[src/axil_ram_pkg.sv]
package axil_ram_pkg;

    // Response codes as encoded on the AXI response channels.
    typedef enum logic [1:0] {
        resp_okay   = 2'b00,
        resp_decerr = 2'b11
    } resp_e;

    // Width of the word index for a store of size bytes and data_width bits per word.
    function automatic int word_index_width(
        input int size,
        input int data_width
    );
        int words;
        words = size / (data_width / 8);
        if (words > 1) begin
            return $clog2(words);
        end
        return 1; // A single-word store still needs one index bit.
    endfunction

    // Number of byte offset bits inside one data word.
    function automatic int offset_width(
        input int data_width
    );
        return $clog2(data_width / 8);
    endfunction

endpackage

[src/axil_ram_write.sv]
`timescale 1ns/1ns

module axil_ram_write
    import axil_ram_pkg::*;
#(
    parameter int ADDR_WIDTH = 32,
    parameter int DATA_WIDTH = 32,
    parameter int SIZE       = 4096,

    localparam int STRB_WIDTH   = DATA_WIDTH / 8,
    localparam int INDEX_WIDTH  = word_index_width(SIZE, DATA_WIDTH),
    localparam int OFFSET_WIDTH = offset_width(DATA_WIDTH)
) (
    input  logic                   seq,
    input  logic                   reset,
    input  logic                   pause,

    input  logic                   awvalid,
    output logic                   awready,
    input  logic [ADDR_WIDTH-1:0]  awaddr,

    input  logic                   wvalid,
    output logic                   wready,
    input  logic [DATA_WIDTH-1:0]  wdata,
    input  logic [STRB_WIDTH-1:0]  wstrb,

    output logic                   bvalid,
    input  logic                   bready,
    output resp_e                  bresp,

    output logic                   store_we,
    output logic [INDEX_WIDTH-1:0] store_waddr,
    output logic [DATA_WIDTH-1:0]  store_wdata,
    output logic [STRB_WIDTH-1:0]  store_wstrb
);

    localparam logic [ADDR_WIDTH-1:0] SIZE_LIMIT = ADDR_WIDTH'(SIZE);

    logic                  aw_full;
    logic [ADDR_WIDTH-1:0] aw_addr;
    logic                  w_full;
    logic [DATA_WIDTH-1:0] w_data;
    logic [STRB_WIDTH-1:0] w_strb;

    logic fire;
    logic legal;

    assign awready = !aw_full && !pause;
    assign wready  = !w_full && !pause;

    // Fires once address and data are paired and the response slot is free.
    assign fire  = aw_full && w_full && !bvalid;
    assign legal = (aw_addr[OFFSET_WIDTH-1:0] == '0) && (aw_addr < SIZE_LIMIT);

    assign store_we    = fire && legal;
    assign store_waddr = aw_addr[OFFSET_WIDTH +: INDEX_WIDTH];
    assign store_wdata = w_data;
    assign store_wstrb = w_strb;

    always_ff @(posedge seq) begin
        if (reset) begin
            aw_full <= 1'b0;
            w_full  <= 1'b0;
            bvalid  <= 1'b0;
        end else begin
            if (awvalid && awready) begin
                aw_full <= 1'b1;
            end else if (fire) begin
                aw_full <= 1'b0;
            end

            if (wvalid && wready) begin
                w_full <= 1'b1;
            end else if (fire) begin
                w_full <= 1'b0;
            end

            if (fire) begin
                bvalid <= 1'b1;
            end else if (bready) begin
                bvalid <= 1'b0; // Response taken by the master.
            end
        end
    end

    always_ff @(posedge seq) begin
        if (awvalid && awready) begin
            aw_addr <= awaddr;
        end
        if (wvalid && wready) begin
            w_data <= wdata;
            w_strb <= wstrb;
        end
        if (fire) begin
            bresp <= legal ? resp_okay : resp_decerr;
        end
    end

    // A stalled write response must hold until the master takes it.
    a_b_stable: assert property (
        @(posedge seq) disable iff (reset)
        bvalid && !bready |=> bvalid && $stable(bresp)
    );

    // The store index maps back to the exact bus address of every write.
    a_we_range: assert property (
        @(posedge seq) disable iff (reset)
        store_we |-> (ADDR_WIDTH'(store_waddr) << OFFSET_WIDTH) == aw_addr
    );

endmodule

[config.mk]
export PLATFORM = sky130hd
export DESIGN_NAME = axil_ram_write
export DESIGN_NICKNAME = d
export VERILOG_FILES = /design/src/axil_ram_pkg.sv /design/src/axil_ram_write.sv
export SDC_FILE = /design/constraint.sdc
export NUM_CORES = 1
export LEC_CHECK = 0
export BUFFER_PORTS_ARGS = -buffer_cell sky130_fd_sc_hd__buf_2
export CORE_UTILIZATION = 40
export CTS_BUF_LIST = sky130_fd_sc_hd__clkbuf_16
export DETAILED_ROUTE_END_ITERATION = 8
export GPL_TIMING_DRIVEN = 0
export PLACE_DENSITY = 0.73
export SKIP_LAST_GASP = 1
export SLEW_MARGIN = 20
export SYNTH_ARGS = -nofsm -noshare
export SYNTH_HDL_FRONTEND = slang
export SYNTH_SLANG_ARGS = --single-unit
[constraint.sdc]
create_clock -name seq -period 8.45 [get_ports seq]
set_input_delay 0 -clock seq [delete_from_list [all_inputs] [get_ports seq]]
set_output_delay 0 -clock seq [all_outputs]
set_load 0.01 [all_outputs]
==> metrics.txt <==
status finished, final reports clean; number of diodes 0; Synth Area in XOR/XNOR 0%; final-stage net count 392; RePlAce Congestion 0.7102; Startpoint Class flop; Clock Latency Late Sink 0.32 ns; via count 1746; DR iter-0 viols 64; main combinational cell family by area after synthesis simple AND/OR/NAND/NOR gates; WP data arrival approximately 1.9 ns; Max Fclk 545.9 MHz; flop2flop setup slack 6.62 ns; share of the synthesized area in the top cell type 88.56%; RR Endpoint store_wdata[10]; row count 27; Final Power 871.9 uW; worst-path cell chain nor3b_2, buf_4, buf_4; Critical Path RT approximately 8.5 ns; adder-cell share of the synthesized area 0%; Synth Area in Compound Gates 0.6417%; Detailed Place HPWL 3419 um; Max Cap Violations 0; Mean Syn Cell Area 22.07 um^2; number of synthesis warnings 0; max incr delay on CP 0.62 ns; Final Critical Period 1.832 ns; Bufs on Longest Clock Path 2; syn nets between 150 and 200; starting density of the core approximately two fifths; synth cell count leaders edfxtp_1, buf_4, nor2_1, nor4_1; Resized cells post-CTS 0; Vias/cell around 4.4; WHS Endpoint aw_full; hold crit path type input pin to flop; most common cell in the synthesized netlist edfxtp_1; Pre-Repair DR Iteration Count 4; IO Port Bufs about 130; FFs w/ async S/R, synth 0%; simple logic cell fraction of the synthesized area 4.545%; Total GRT Usage 20.17%; Setup-failing EPs final 0; Seq/Total Area, Yosys 91.12%; Final Hold Viols 0; EDFF count, synth 69; H-tree Lvls 3; Yosys cell types 14; Critical Path Slowest Stage Cell nor3b_2; slew margin rel. ~53%; dominant synthesized flop cell edfxtp_1; number of global-route vias before repair 1908; mean routed wirelength per cell 14.95 um; CTS clk-pin slew, worst paths approximately 0.060 ns; Seq cells post-synth 72; Hold Startpoint pause; Core Area 5574 um^2; Max VDD drop about 0.17 mV; DRT antenna net count 0; Area Overhead vs Synth 75.88%; pin count of the biggest net entering global routing 13; Die X approximately 78 um; CP Max Fanout 11; # clock sinks 72; Die Area 6159 um^2; Final Max Slew Viols 0; top cells by area, synth edfxtp_1, buf_4, dfxtp_1; hold buffer count at CTS 70; Post-DP Area a little over 3000 um^2; Critical Path Source w_full; multiplexer share of the synthesized area 0%; reg2reg path depth 3; P per Cell Area 211.9 nW/um^2; RSZ-0062 raised after global routing no; Mapped Cells 106; P_leak about 0.0017 uW; cell area after layout ~4100 um^2; Max Clock Skew 0.007625 ns; I/O pin count around 130; Yosys top cell by area edfxtp_1; WS Path Type flop to flop; layout cell share with drive strength beyond 1 between 40% and 50%; WHS 0.1025 ns; fin crit share a little over a fifth; CTS tree yes; Reg2Reg Launch Point w_full; Overflow after GRT 0; postcts setup bufs 0; hold path depth 4; Setup crit end kind flop; final WL 5906 um; cell mode on critical path buf_4; clock root buffer clkbuf_16; initial antenna violation count 0; post-route DRC violation count 0; final setup TNS 0 ns; CTS buffer count 9; first-pass GRT wire length 8804 um; synthesized area between 2000 and 2500 um^2; Die H 78.48 um; Worst Max-Slew Pin Slew approximately 0.7 ns
power breakdown:
part | leakage [uW] | total, uW | internal (uW) | switching, uW
Sequential | 0.000670 | 415 | 410 | 4.84
Combinational | 0.000917 | 74.5 | 45.2 | 29.3
Clock | 0.000151 | 382 | 253 | 129
flip-flops by register name, summed over array words and instances (netlist names):
register     flops
store_wstrb      4
aw_addr         32
w_full           1
bresp            1
aw_full          1
bvalid           1
store_wdata     32
cells by family after synthesis:
kind of cell           count (synthesis)
flip-flops                            72
buffers and inverters                 12
AO/OA/AOI/OAI                          3
AND/OR/NAND/NOR                       19
critical path, delay by kind of cell (launching register included):
| family | cells | cell delay (ns) |
|---|---|---|
| buf+inv | 2 | 0.54 |
| simple gates | 1 | 0.62 |
| flops | 1 | 0.36 |
per-stage QoR:
| stage | utilization, % | setup slack (ns) | std cells |
|---|---|---|---|
| floorplan | - | 4.893 | 106 |
| global placement | 54.81 | 4.024 | 303 |
| detailed placement | 55.80 | 6.664 | 309 |
| CTS | 73.83 | 6.662 | 395 |
| global route | 73.83 | 6.545 | 395 |
| finish | 73.83 | 6.618 | 395 |
area by class of cell:
class                           instances  area (um^2)
Buffer                                 11        82.58
Clock buffer                            9        225.2
Clock inverter                          7        78.83
Fill cell                             357         1459
Inverter                                1        3.754
Multi-Input combinational cell         22        131.4
Sequential cell                        72         2132
Tap cell                               72        90.09
Timing Repair Buffer                  201         1371
cells in the final DEF (no fill, tap or decap):
master and count:
clkbuf_16 9, buf_2 125, buf_4 17, inv_1 2, nor2_1 5, nand2b_1 2, nor3_1 1, nand4_1 1
dlygate4sd3_1 70, clkinv_1 4, bufinv_16 2, dfxtp_1 3, nand2_1 1, or2_1 1, edfxtp_1 69, nor3b_2 2
nor4_1 5, a21oi_1 3, nand3b_1 1
per-layer routing:
| metal | part of all wire [%] | vias up | track usage, % |
|---|---|---|---|
| li1 | - | 826 | - |
| met1 | 34 | 832 | 17.88 |
| met2 | 59 | 73 | 39.65 |
| met3 | 4.5 | 15 | 5.930 |
| met4 | 2.9 | 0 | 11.30 |
| met5 | 0 | - | 0 |
how the worst max path moves through the flow:
stage	to
after detailed placement	store_wdata[11]
final	store_wdata[10]
after CTS	store_wdata[28]
after global placement	store_wdata[11]
after global routing	store_wdata[20]
after floorplan	store_wdata[0]
Power figures use the tool's default switching activity.
