===== src/axil_ram_pkg.sv =====
package axil_ram_pkg;

    // Response codes as encoded on the AXI response channels.
    typedef enum logic [1:0] {
        resp_okay   = 2'b00,
        resp_decerr = 2'b11
    } resp_e;

    // Width of the word index for a store of size bytes and data_width bits per word.
    function automatic int word_index_width(
        input int size,
        input int data_width
    );
        int words;
        words = size / (data_width / 8);
        if (words > 1) begin
            return $clog2(words);
        end
        return 1; // A single-word store still needs one index bit.
    endfunction

    // Number of byte offset bits inside one data word.
    function automatic int offset_width(
        input int data_width
    );
        return $clog2(data_width / 8);
    endfunction

endpackage


===== src/axil_ram_read.sv =====
`timescale 1ns/1ns

module axil_ram_read
    import axil_ram_pkg::*;
#(
    parameter int ADDR_WIDTH = 32,
    parameter int DATA_WIDTH = 32,
    parameter int SIZE       = 4096,

    localparam int INDEX_WIDTH  = word_index_width(SIZE, DATA_WIDTH),
    localparam int OFFSET_WIDTH = offset_width(DATA_WIDTH)
) (
    input  logic                   seq,
    input  logic                   reset,
    input  logic                   pause,

    input  logic                   arvalid,
    output logic                   arready,
    input  logic [ADDR_WIDTH-1:0]  araddr,

    output logic                   rvalid,
    input  logic                   rready,
    output logic [DATA_WIDTH-1:0]  rdata,
    output resp_e                  rresp,

    output logic                   store_re,
    output logic [INDEX_WIDTH-1:0] store_raddr,
    input  logic [DATA_WIDTH-1:0]  store_rdata
);

    localparam logic [ADDR_WIDTH-1:0] SIZE_LIMIT = ADDR_WIDTH'(SIZE);

    logic                  ar_full;
    logic [ADDR_WIDTH-1:0] ar_addr;

    logic lookup_valid; // Store lookup in progress.
    logic lookup_err;

    logic issue;
    logic legal;

    assign arready = !ar_full && !pause;

    // The response slot is free by the time the lookup completes.
    assign issue = ar_full && !lookup_valid && (!rvalid || rready);
    assign legal = (ar_addr[OFFSET_WIDTH-1:0] == '0) && (ar_addr < SIZE_LIMIT);

    assign store_re    = issue && legal;
    assign store_raddr = ar_addr[OFFSET_WIDTH +: INDEX_WIDTH];

    always_ff @(posedge seq) begin
        if (reset) begin
            ar_full      <= 1'b0;
            lookup_valid <= 1'b0;
            rvalid       <= 1'b0;
        end else begin
            if (arvalid && arready) begin
                ar_full <= 1'b1;
            end else if (issue) begin
                ar_full <= 1'b0;
            end

            lookup_valid <= issue;

            if (lookup_valid) begin
                rvalid <= 1'b1;
            end else if (rready) begin
                rvalid <= 1'b0;
            end
        end
    end

    always_ff @(posedge seq) begin
        if (arvalid && arready) begin
            ar_addr <= araddr;
        end
        if (issue) begin
            lookup_err <= !legal;
        end
        if (lookup_valid) begin
            rdata <= lookup_err ? '0 : store_rdata; // Decode errors read as zero.
            rresp <= lookup_err ? resp_decerr : resp_okay;
        end
    end

    // A stalled read response must hold until the master takes it.
    a_r_stable: assert property (
        @(posedge seq) disable iff (reset)
        rvalid && !rready |=> rvalid && $stable(rdata) && $stable(rresp)
    );

endmodule


===== config.mk =====
export PLATFORM = sky130hd
export DESIGN_NAME = axil_ram_read
export DESIGN_NICKNAME = d
export VERILOG_FILES = /design/src/axil_ram_pkg.sv /design/src/axil_ram_read.sv
export SDC_FILE = /design/constraint.sdc
export NUM_CORES = 1
export LEC_CHECK = 0
export ABC_AREA = 1
export BUFFER_PORTS_ARGS = -buffer_cell sky130_fd_sc_hd__buf_2
export CAP_MARGIN = 40
export CORE_MARGIN = 2
export CORE_UTILIZATION = 30
export CTS_CLUSTER_DIAMETER = 40
export DETAILED_ROUTE_END_ITERATION = 12
export GPL_TIMING_DRIVEN = 1
export PLACE_DENSITY = 0.6
export SYNTH_ARGS = -nofsm -noshare
export SYNTH_HDL_FRONTEND = slang
export SYNTH_SLANG_ARGS = --single-unit
export TNS_END_PERCENT = 100

===== constraint.sdc =====
create_clock -name seq -period 2.1 [get_ports seq]
set_clock_uncertainty 0.05 [all_clocks]
set_input_delay 0.42 -clock seq [delete_from_list [all_inputs] [get_ports seq]]
set_output_delay 0.42 -clock seq [all_outputs]
set_load 0.1 [all_outputs]

==> impl_metrics.py, run 1 <==
metrics = {
    "timing": {
        "worst_slew_pin_slew_ns": 0.639,
        "slew_headroom": 0.573,
        "clock.fmax_mhz": 522,
        "final_critical_period_ns": 1.92,
        "final-hold-violation-count": 0,
        "grt_setup_unrepaired": "false",
        "setup_viol": 0,
        "drv_slew": 0,
        "post_layout_worst_setup_margin_ns": 0.183,
        "final_cycle_utilization_of_the_critical_path": 0.913,
        "totalNegativeSetupSlack_ns": 0,
        "whs_ns": 0.212,
    },
    "power": {
        "pwr_density_cell_nw_per_um2": 846,
        "max-vdd-ir-drop_uv": 378,
        "leakage_nw": 1.49,
    },
    "routing": {
        "avgViaCountPerCell": 3.86,
        "route.antenna.remaining_nets": 0,
        "drt_drc_violations_left": 0,
        "detailroute.via_count": 1559,
        "drt-pass1-iter-count": 4,
        "route.detailed.wl_per_inst_um": 10.6,
        "drt_first_iter_violations": 36,
        "routed_wirelength_um": 4290,
    },
    "clock_network": {
        "cts_num_sinks": 69,
        "path_clk_slew_ns": 0.07,
        "setup_fix_bufs_post_cts": 0,
        "clock_tree_from_tritoncts": "done",
        "holdBufCountCts": 0,
        "clk_root_buffer_cell": "sky130_fd_sc_hd__clkbuf_8",
        "ctsResizeCount": 0,
        "cts_buffers": 9,
        "clk_latency_ns": 0.33,
        "cts.htree.levels": 3,
        "cts_buffer_depth": 2,
    },
    "min_path": {
        "worst_hold_path_type": "in -> reg",
    },
    "grt": {
        "gr-usage-met3": 0.0399,
        "grt_start_max_net_pins": 34,
        "grt_remaining_overflow": 0,
        "grt_antenna_before_repair": 0,
        "global_route.usage.met2": 0.146,
        "global_route_wire_length_before_repair_um": 6210,
        "gr-usage-all-layers": 0.0940,
        "first_global_vias": 1428,
        "use_met1": 0.106,
        "grt_most_used_layer": "met2",
    },
    "logic_synthesis": {
        "yosysWarningCount": 0,
        "synth_cell_type_count": 13,
        "synth_area_um2": 2520,
        "synthesis.area_per_instance_um2": 14.0,
        "number_of_register_bits_inferred_by_synthesis": 69,
        "synth_area_leader_cell": "sky130_fd_sc_hd__edfxtp_1",
        "post-synth-top-area-fraction": 0.785,
        "synthesis.nets": 249,
        "synth_sequential_area_ratio": 0.809,
        "synthesized_instance_count": 180,
        "post_synth_main_area_contributors": "sky130_fd_sc_hd__edfxtp_1 (79%), sky130_fd_sc_hd__nor2_1 (6.7%), sky130_fd_sc_hd__inv_1 (5.4%), sky130_fd_sc_hd__buf_4 (3.3%), sky130_fd_sc_hd__dfxtp_1 (2.4%)",
    },
    "floorplanning": {
        "core-area_um2": 8180,
        "die_h_um": 95.7,
        "starting_utilization_of_the_core_area": 0.309,
        "dieArea_um2": 9160,
        "top_level_pins": 116,
        "core.rowCount": 33,
        "dieWidth_um": 95.7,
    },
    "place": {
        "post-place-ws_ns": 0.341,
        "port_buffers": 115,
        "post-dp-hpwl_um": 3110,
        "gp_congestion": 0.642,
    },
    "finish": {
        "areaGrowthSynthToFinish_pct": 33.9,
        "antenna-diode-count": 0,
        "post_route_cells_drive_above_1_share": 0.458,
        "finalNetCount": 363,
        "layout.cells.most_common_list": "sky130_fd_sc_hd__buf_2 (114), sky130_fd_sc_hd__edfxtp_1 (66), sky130_fd_sc_hd__nor2_1 (44)",
        "most_common_cell_after_layout_fill_and_taps_aside": "sky130_fd_sc_hd__buf_2",
        "fillerInstances": 790,
    },
    "worst_setup_path": {
        "worstSetupStartpointType": "flop",
        "critPathMaxFanout": 2,
        "cp.required_ns": 1.63,
        "end_kind": "output port",
        "critical_path_class": "reg -> out",
        "crit_path_top_delay_cell": "sky130_fd_sc_hd__edfxtp_1",
        "critical_path_arrival_ns": 1.45,
        "critical_path.cell_chain": "or2_0 -> nor2_1 -> nand3_2 -> nor2_4 -> buf_12",
        "critical-path-max-stage-delay_ns": 0.35,
    },
    "run_status": {
        "status": "finished, final reports clean",
    },
    "run": {
        "maxCapViolCount": 0,
    },
}
## flip-flops by register name (all words and copies together), names as in the netlist
name / flops
rresp: 1
lookup_err: 1
rvalid: 1
lookup_valid: 1
ar_addr: 32
rdata: 32
ar_full: 1
## path summary, 6_finish.rpt
path / from / end / slack (ns) / cells past startpoint
min reg2reg: lookup_valid$_SDFF_PP0_ / rvalid$_SDFFE_PP0P_ / 0.44 / 2
min: araddr[5] / ar_addr[5]$_DFFE_PP_ / 0.21 / 1
max: ar_addr[31]$_DFFE_PP_ / store_re / 0.18 / 5
max reg2reg: ar_full$_SDFFE_PP0P_ / ar_addr[7]$_DFFE_PP_ / 0.49 / 3
## synth_stat cells
cell type and count:
sky130_fd_sc_hd__a21oi_1 1, sky130_fd_sc_hd__nand3_2 1, sky130_fd_sc_hd__edfxtp_1 66, sky130_fd_sc_hd__dfxtp_1 3
sky130_fd_sc_hd__or2_0 1, sky130_fd_sc_hd__nor2_2 3, sky130_fd_sc_hd__inv_1 36, sky130_fd_sc_hd__nand3_1 1
sky130_fd_sc_hd__o21ai_1 1, sky130_fd_sc_hd__buf_2 3, sky130_fd_sc_hd__buf_4 11, sky130_fd_sc_hd__nand2_1 8
sky130_fd_sc_hd__nor2_1 45
## cells by family after synthesis
| group | share of synthesized area |
|---|---|
| compound gates | 0.00396 |
| buf+inv | 0.0922 |
| simple gates | 0.0947 |
| flops | 0.809 |
## metal layers
metal | vias up | wire, µm
li1 | 791 | -
met1 | 669 | 1790
met4 | 0 | 91
met2 | 92 | 1860
met3 | 7 | 542
met5 | - | 0
## through the flow
| stage | instances | instance area, µm² | utilization | power (W) |
|---|---|---|---|---|
| global placement | 388 | 3180 | 0.389 | 0.00186 |
| floorplan | 180 | 2540 | - | 0.00178 |
| finish | 404 | 3380 | 0.413 | 0.00286 |
| global route | 404 | 3380 | 0.413 | 0.00298 |
| detailed placement | 388 | 3180 | 0.389 | 0.00186 |
| CTS | 404 | 3380 | 0.413 | 0.00291 |
## cell type report
cell class	instances	area [µm²]	share of cell area
sequential	69	2040	0.604
timing repair buffer	117	606	0.179
multi-input combinational	61	262	0.0774
clock buffer	16	200	0.0592
inverter	36	139	0.0411
tap	105	131	0.0389
## power breakdown
group	switching (W)	internal [W]	total, W	leakage (nW)
combinational	0.000206	0.0000672	0.000273	0.746
clock	0.000440	0.000592	0.00103	0.103
sequential	0.00000976	0.00154	0.00155	0.638
## critical path: cells and delay by family, from the launching register on
kind	cells	cell delay [ns]
buffers and inverters	1	0.18
flip-flops	1	0.35
AND/OR/NAND/NOR	4	0.59
Note: power is estimated with default switching activity, not from simulation.
==> run 2: changes to the inputs <==
Settings changed: ABC_AREA 1 to default, PLACE_DENSITY 0.6 to 0.61.
==> impl_metrics.py, run 2 <==
metrics = {
    "run_status": {
        "status": "finished with violations",
        "violated_checks": "setup timing",
    },
    "finish": {
        "final_cell_area_um2": 3330,
        "post_route_cells_drive_above_1_share": 0.545,
        "finalNetCount": 319,
        "reg.largest.list": "ar_addr (32), rdata (32)",
        "layout.cells.most_common_list": "sky130_fd_sc_hd__buf_2 (114), sky130_fd_sc_hd__edfxtp_1 (66), sky130_fd_sc_hd__nor2b_1 (32)",
        "areaGrowthSynthToFinish_pct": 35.3,
        "antenna-diode-count": 0,
        "most_common_cell_after_layout_fill_and_taps_aside": "sky130_fd_sc_hd__buf_2",
        "fin_util": 0.411,
    },
    "worst_setup_path": {
        "critPathMaxFanout": 2,
        "worst-r2r-cell-count": 3,
        "critical-path-max-stage-delay_ns": 0.39,
        "critPathCapture": "store_re",
        "path_buf_inv": 1,
        "reg2reg_from": "ar_full$_SDFFE_PP0P_",
        "worst-r2r-setup-slack_ns": 0.51,
        "cp_startpoint": "ar_addr[31]$_DFFE_PP_",
        "crit_cells": 4,
        "worstSetupStartpointType": "flop",
        "cp.required_ns": 1.63,
        "end_kind": "output port",
        "crit-reg2reg-capture": "ar_addr[0]$_DFFE_PP_",
        "crit_path_top_delay_cell": "sky130_fd_sc_hd__edfxtp_1",
        "critical-path-top-delay-family": "simple AND/OR/NAND/NOR gates",
        "critical_path_arrival_ns": 1.63,
        "critical_path.cell_chain": "nor4_2 -> nand4_1 -> nor3_4 -> buf_12",
        "critical_path_class": "reg -> out",
    },
    "grt": {
        "grt_remaining_overflow": 0,
        "grt_antenna_before_repair": 0,
        "global_route_wire_length_before_repair_um": 6220,
        "grt_start_max_net_pins": 36,
        "gr-usage-all-layers": 0.0946,
        "first_global_vias": 1368,
    },
    "timing": {
        "drv_slew": 0,
        "final_cycle_utilization_of_the_critical_path": 1.00,
        "slew_headroom": 0.587,
        "whs_ns": 0.209,
        "grt_setup_unrepaired": "true",
        "final_critical_period_ns": 2.10,
        "clock.fmax_mhz": 476,
        "setup_viol": 1,
        "post_layout_worst_setup_margin_ns": -0.000586,
        "worst_slew_pin_slew_ns": 0.618,
        "final-hold-violation-count": 0,
    },
    "logic_synthesis": {
        "synthesis.nets": 205,
        "synth_area_leader_cell": "sky130_fd_sc_hd__edfxtp_1",
        "synth_xor_area_frac": 0,
        "number_of_register_bits_inferred_by_synthesis": 69,
        "synth-compound-area-share": 0.00407,
        "synth_sequential_area_ratio": 0.831,
        "synth.top_cells.by_count": "sky130_fd_sc_hd__edfxtp_1 (66), sky130_fd_sc_hd__nor2b_1 (32), sky130_fd_sc_hd__buf_4 (11)",
        "post-synth-top-area-fraction": 0.806,
        "synthesized_instance_count": 136,
        "synth_mux_area_frac": 0,
        "async_flop_share": 0,
        "synth_ff_type": "sky130_fd_sc_hd__edfxtp_1",
        "synth_area_um2": 2460,
        "yosysWarningCount": 0,
        "synth_cell_type_count": 16,
        "synth_top_family_by_area": "simple AND/OR/NAND/NOR gates",
        "synthesis.area_per_instance_um2": 18.1,
        "number_of_enable_type_register_cells_in_the_synthesized_netlist": 66,
        "post-synth-top-count-cell": "sky130_fd_sc_hd__edfxtp_1",
        "post_synth_main_area_contributors": "sky130_fd_sc_hd__edfxtp_1 (81%), sky130_fd_sc_hd__nor2b_1 (8.1%), sky130_fd_sc_hd__buf_4 (3.4%), sky130_fd_sc_hd__dfxtp_1 (2.4%), sky130_fd_sc_hd__nor4_1 (1.3%)",
        "synth_simple_gate_area_frac": 0.124,
        "synthAdderAreaFrac": 0,
    },
    "routing": {
        "avgViaCountPerCell": 4.10,
        "drt_drc_violations_left": 0,
        "route.detailed.wl_per_inst_um": 11.6,
        "detailroute.via_count": 1476,
        "drt-pass1-iter-count": 2,
        "route.antenna.remaining_nets": 0,
        "drt_first_iter_violations": 15,
        "routed_wirelength_um": 4190,
    },
    "clock_network": {
        "cts_num_sinks": 69,
        "path_clk_slew_ns": 0.07,
        "holdBufCountCts": 0,
        "clk_latency_ns": 0.33,
        "setup_fix_bufs_post_cts": 0,
        "clk_root_buffer_cell": "sky130_fd_sc_hd__clkbuf_8",
        "clock_tree_from_tritoncts": "done",
        "cts_buffers": 9,
        "cts_buffer_depth": 2,
        "cts.htree.levels": 3,
    },
    "run": {
        "maxCapViolCount": 0,
    },
    "power": {
        "pwr_density_cell_nw_per_um2": 846,
        "p_clk_frac": 0.355,
        "power.net_switching_w": 0.000656,
        "internal_power_w": 0.00216,
        "power.share.sequential": 0.552,
        "power.share.combinational": 0.093,
        "max-vdd-ir-drop_uv": 392,
        "netSwitchingFraction": 0.233,
        "leakage_nw": 1.29,
    },
    "place": {
        "port_buffers": 115,
        "area_after_detailed_placement_um2": 3120,
        "gp_congestion": 0.676,
    },
    "floorplanning": {
        "core-area_um2": 8090,
        "starting_utilization_of_the_core_area": 0.304,
        "die_h_um": 94.5,
        "dieWidth_um": 94.5,
        "core.rowCount": 33,
        "top_level_pins": 116,
        "dieArea_um2": 8940,
    },
    "min_path": {
        "worst_hold_path_type": "in -> reg",
    },
}
run 2: cell types whose count changed in the layout (fill, tap and decap cells not counted), sizes merged, moves of 2 or more:
| cell | previous run | this run |
|---|---|---|
| nand2 | 8 | 2 |
| nor4 | 0 | 5 |
| nor2 | 48 | 5 |
| nor2b | 0 | 33 |
| clkbuf | 16 | 12 |
| clkinvlp | 1 | 3 |
| nand3 | 2 | 0 |
| inv | 35 | 1 |
run 2: final cells by class:
| type | count | area [µm²] |
|---|---|---|
| repair buffers | 117 | 606 |
| fillers | 782 | 4770 |
| clock buffers | 12 | 135 |
| multi-input cells | 51 | 348 |
| clock inverters | 4 | 48.8 |
| well taps | 105 | 131 |
| flip-flops and latches | 69 | 2050 |
| inverters | 2 | 11.3 |
run 2: logic make-up after synthesis:
kind of cell	count (synthesis)
flops	69
simple gates	49
buf+inv	16
compound gates	2
run 2: power by group through the flow:
stage / sequential [W] / clock, W / combinational (W)
after floorplan: 0.00166 / 0 / 0.000108
after global placement: 0.00158 / 0 / 0.000260
after detailed placement: 0.00158 / 0 / 0.000262
after CTS: 0.00155 / 0.00105 / 0.000263
after global routing: 0.00156 / 0.00111 / 0.000274
final: 0.00155 / 0.00100 / 0.000261
run 2: worst min-delay path by stage:
| stage | endpoint | start | slack (ns) | cells after the start |
|---|---|---|---|---|
| floorplan | rvalid$_SDFFE_PP0P_ | reset | 0.43 | 1 |
| global placement | ar_full$_SDFFE_PP0P_ | ar_full$_SDFFE_PP0P_ | 0.47 | 2 |
| detailed placement | ar_full$_SDFFE_PP0P_ | ar_full$_SDFFE_PP0P_ | 0.47 | 2 |
| CTS | ar_addr[8]$_DFFE_PP_ | araddr[8] | 0.18 | 1 |
| global route | ar_addr[5]$_DFFE_PP_ | araddr[5] | 0.18 | 1 |
| finish | ar_addr[7]$_DFFE_PP_ | araddr[7] | 0.21 | 1 |
run 2: repair_timing:
action                                  in CTS  in global routing
pin swaps                                    1                  0
resized for setup                            2                  1
endpoints found under the setup margin       1                  1
run 2: metal layers:
metal	track usage	vias up	wire (µm)
met5	0	-	0
li1	-	707	-
met3	0.0391	10	466
met2	0.149	78	1900
met1	0.106	681	1730
met4	0.0616	0	95
run 2: through the flow:
stage               std cells  total power [W]    TNS, ns  worst slack [ns]
floorplan                 136          0.00177     -0.169            -0.169
global placement          344          0.00184          0             0.233
detailed placement        344          0.00184          0             0.234
CTS                       360          0.00286    -0.0499           -0.0499
global route              360          0.00294     -0.135            -0.135
finish                    360          0.00282  -0.000586         -0.000586
==> run 3: changes to the inputs <==
Settings changed: CELL_PAD_IN_SITES_DETAIL_PLACEMENT from default to 2, CELL_PAD_IN_SITES_GLOBAL_PLACEMENT from default to 2, PLACE_DENSITY 0.61 to 0.83.
==> impl_metrics.py, run 3 (same netlist as run 2, synthesis figures left out) <==
metrics = {
    "worst_setup_path": {
        "critical-path-max-stage-delay_ns": 0.41,
        "crit_path_top_delay_cell": "sky130_fd_sc_hd__edfxtp_1",
        "critical_path_arrival_ns": 1.69,
        "critical_path_class": "reg -> out",
        "cp.required_ns": 1.63,
        "end_kind": "output port",
        "critical_path.cell_chain": "nor4_4 -> nand4_1 -> nor3_4 -> buf_12",
        "worst-r2r-setup-slack_ns": 0.44,
        "worstSetupStartpointType": "flop",
        "critPathMaxFanout": 2,
    },
    "clock_network": {
        "cts_buffers": 9,
        "clk_root_buffer_cell": "sky130_fd_sc_hd__clkbuf_8",
        "path_clk_slew_ns": 0.08,
        "cts_num_sinks": 69,
        "clock_tree_from_tritoncts": "done",
        "cts.htree.levels": 3,
        "cts_buffer_depth": 2,
        "setup_fix_bufs_post_cts": 0,
        "clk_latency_ns": 0.34,
    },
    "floorplanning": {
        "dieArea_um2": 8940,
        "dieWidth_um": 94.5,
        "core.rowCount": 33,
        "die_h_um": 94.5,
        "starting_utilization_of_the_core_area": 0.304,
        "top_level_pins": 116,
        "core-area_um2": 8090,
    },
    "finish": {
        "most_common_cell_after_layout_fill_and_taps_aside": "sky130_fd_sc_hd__buf_2",
        "areaGrowthSynthToFinish_pct": 36.4,
        "post_route_cells_drive_above_1_share": 0.545,
        "antenna-diode-count": 0,
        "reg.largest.list": "ar_addr (32), rdata (32)",
        "finalNetCount": 319,
        "final_cells": 360,
        "layout.cells.most_common_list": "sky130_fd_sc_hd__buf_2 (114), sky130_fd_sc_hd__edfxtp_1 (66), sky130_fd_sc_hd__nor2b_1 (32)",
    },
    "timing": {
        "grt_setup_unrepaired": "true",
        "final_critical_period_ns": 2.16,
        "final-hold-violation-count": 0,
        "slew_headroom": 0.547,
        "drv_slew": 0,
        "post_layout_worst_setup_margin_ns": -0.0560,
        "final_cycle_utilization_of_the_critical_path": 1.03,
        "clock.fmax_mhz": 464,
        "worst_slew_pin_slew_ns": 0.679,
        "setup_viol": 1,
        "whs_ns": 0.195,
    },
    "place": {
        "numPlacedInstances": 344,
        "gp_congestion": 0.648,
        "post-dp-hpwl_um": 3960,
        "port_buffers": 115,
        "post-place-ws_ns": 0.186,
    },
    "routing": {
        "route.detailed.wl_per_inst_um": 14.8,
        "avgViaCountPerCell": 4.19,
        "detailroute.via_count": 1510,
        "drt_first_iter_violations": 61,
        "route.antenna.remaining_nets": 0,
        "drt-pass1-iter-count": 4,
        "drt_drc_violations_left": 0,
        "routed_wirelength_um": 5340,
    },
    "power": {
        "fin_total_pwr_w": 0.00298,
        "leakage_nw": 1.31,
        "pwr_density_cell_nw_per_um2": 888,
        "max-vdd-ir-drop_uv": 834,
    },
    "grt": {
        "grt_antenna_before_repair": 0,
        "first_global_vias": 1569,
        "grt_remaining_overflow": 0,
        "grt_start_max_net_pins": 36,
        "gr-usage-all-layers": 0.124,
        "global_route_wire_length_before_repair_um": 7850,
    },
    "min_path": {
        "worst_hold_path_type": "in -> reg",
    },
    "run": {
        "maxCapViolCount": 0,
    },
    "run_status": {
        "status": "finished with violations",
        "violated_checks": "setup timing",
    },
}
run 3: cell count changes in the layout (fill, tap and decap cells not counted):
cell / previous run / this run
sky130_fd_sc_hd__clkbuf_1: 3 / 1
sky130_fd_sc_hd__clkinv_4: 0 / 1
sky130_fd_sc_hd__nor4_4: 0 / 1
sky130_fd_sc_hd__nor4_1: 2 / 4
sky130_fd_sc_hd__bufinv_16: 1 / 2
sky130_fd_sc_hd__nor4_2: 3 / 0
run 3: power by group:
part / switching (W) / internal, W / total [W]
clock: 0.000494 / 0.000667 / 0.00116
sequential: 0.0000127 / 0.00154 / 0.00156
combinational: 0.000193 / 0.0000702 / 0.000263
total: 0.000700 / 0.00228 / 0.00298
run 3: worst paths after layout:
check / start / end / cells after the start
max: ar_addr[21]$_DFFE_PP_ / store_re / 4
min reg2reg: ar_full$_SDFFE_PP0P_ / ar_full$_SDFFE_PP0P_ / 2
max reg2reg: ar_full$_SDFFE_PP0P_ / ar_addr[12]$_DFFE_PP_ / 3
min: araddr[23] / ar_addr[23]$_DFFE_PP_ / 1
run 3: cell type report:
class | count | area (µm²)
clock buffers | 10 | 128
fillers | 836 | 4740
clock inverters | 6 | 87.6
repair buffers | 117 | 606
well taps | 105 | 131
multi-input cells | 51 | 344
inverters | 2 | 11.3
flip-flops and latches | 69 | 2050
run 3: critical path: cells and delay by family (launching register included):
kind / cells / cell delay (ns)
buf+inv: 1 / 0.20
flops: 1 / 0.41
simple gates: 3 / 0.73
run 3: metrics by stage:
step	TNS (ns)	util	area (µm²)
floorplan	-0.169	-	2480
global placement	0	0.386	3120
detailed placement	0	0.386	3120
CTS	-0.115	0.415	3350
global route	-0.158	0.415	3350
finish	-0.0560	0.415	3350
run 3: per-layer routing:
layer,global-route usage,up-vias,part of all wire
li1,-,707,-
met1,0.109,714,0.34
met2,0.226,77,0.54
met3,0.0702,12,0.10
met4,0.0556,0,0.020
met5,0,-,0
run 3: what timing repair did:
item                       in CTS  in global routing
hold buffers                    0                  0
pin swaps                       1                  0
cloned                          0                  0
setup endpoints to repair       1                  1
resized for setup               2                  0
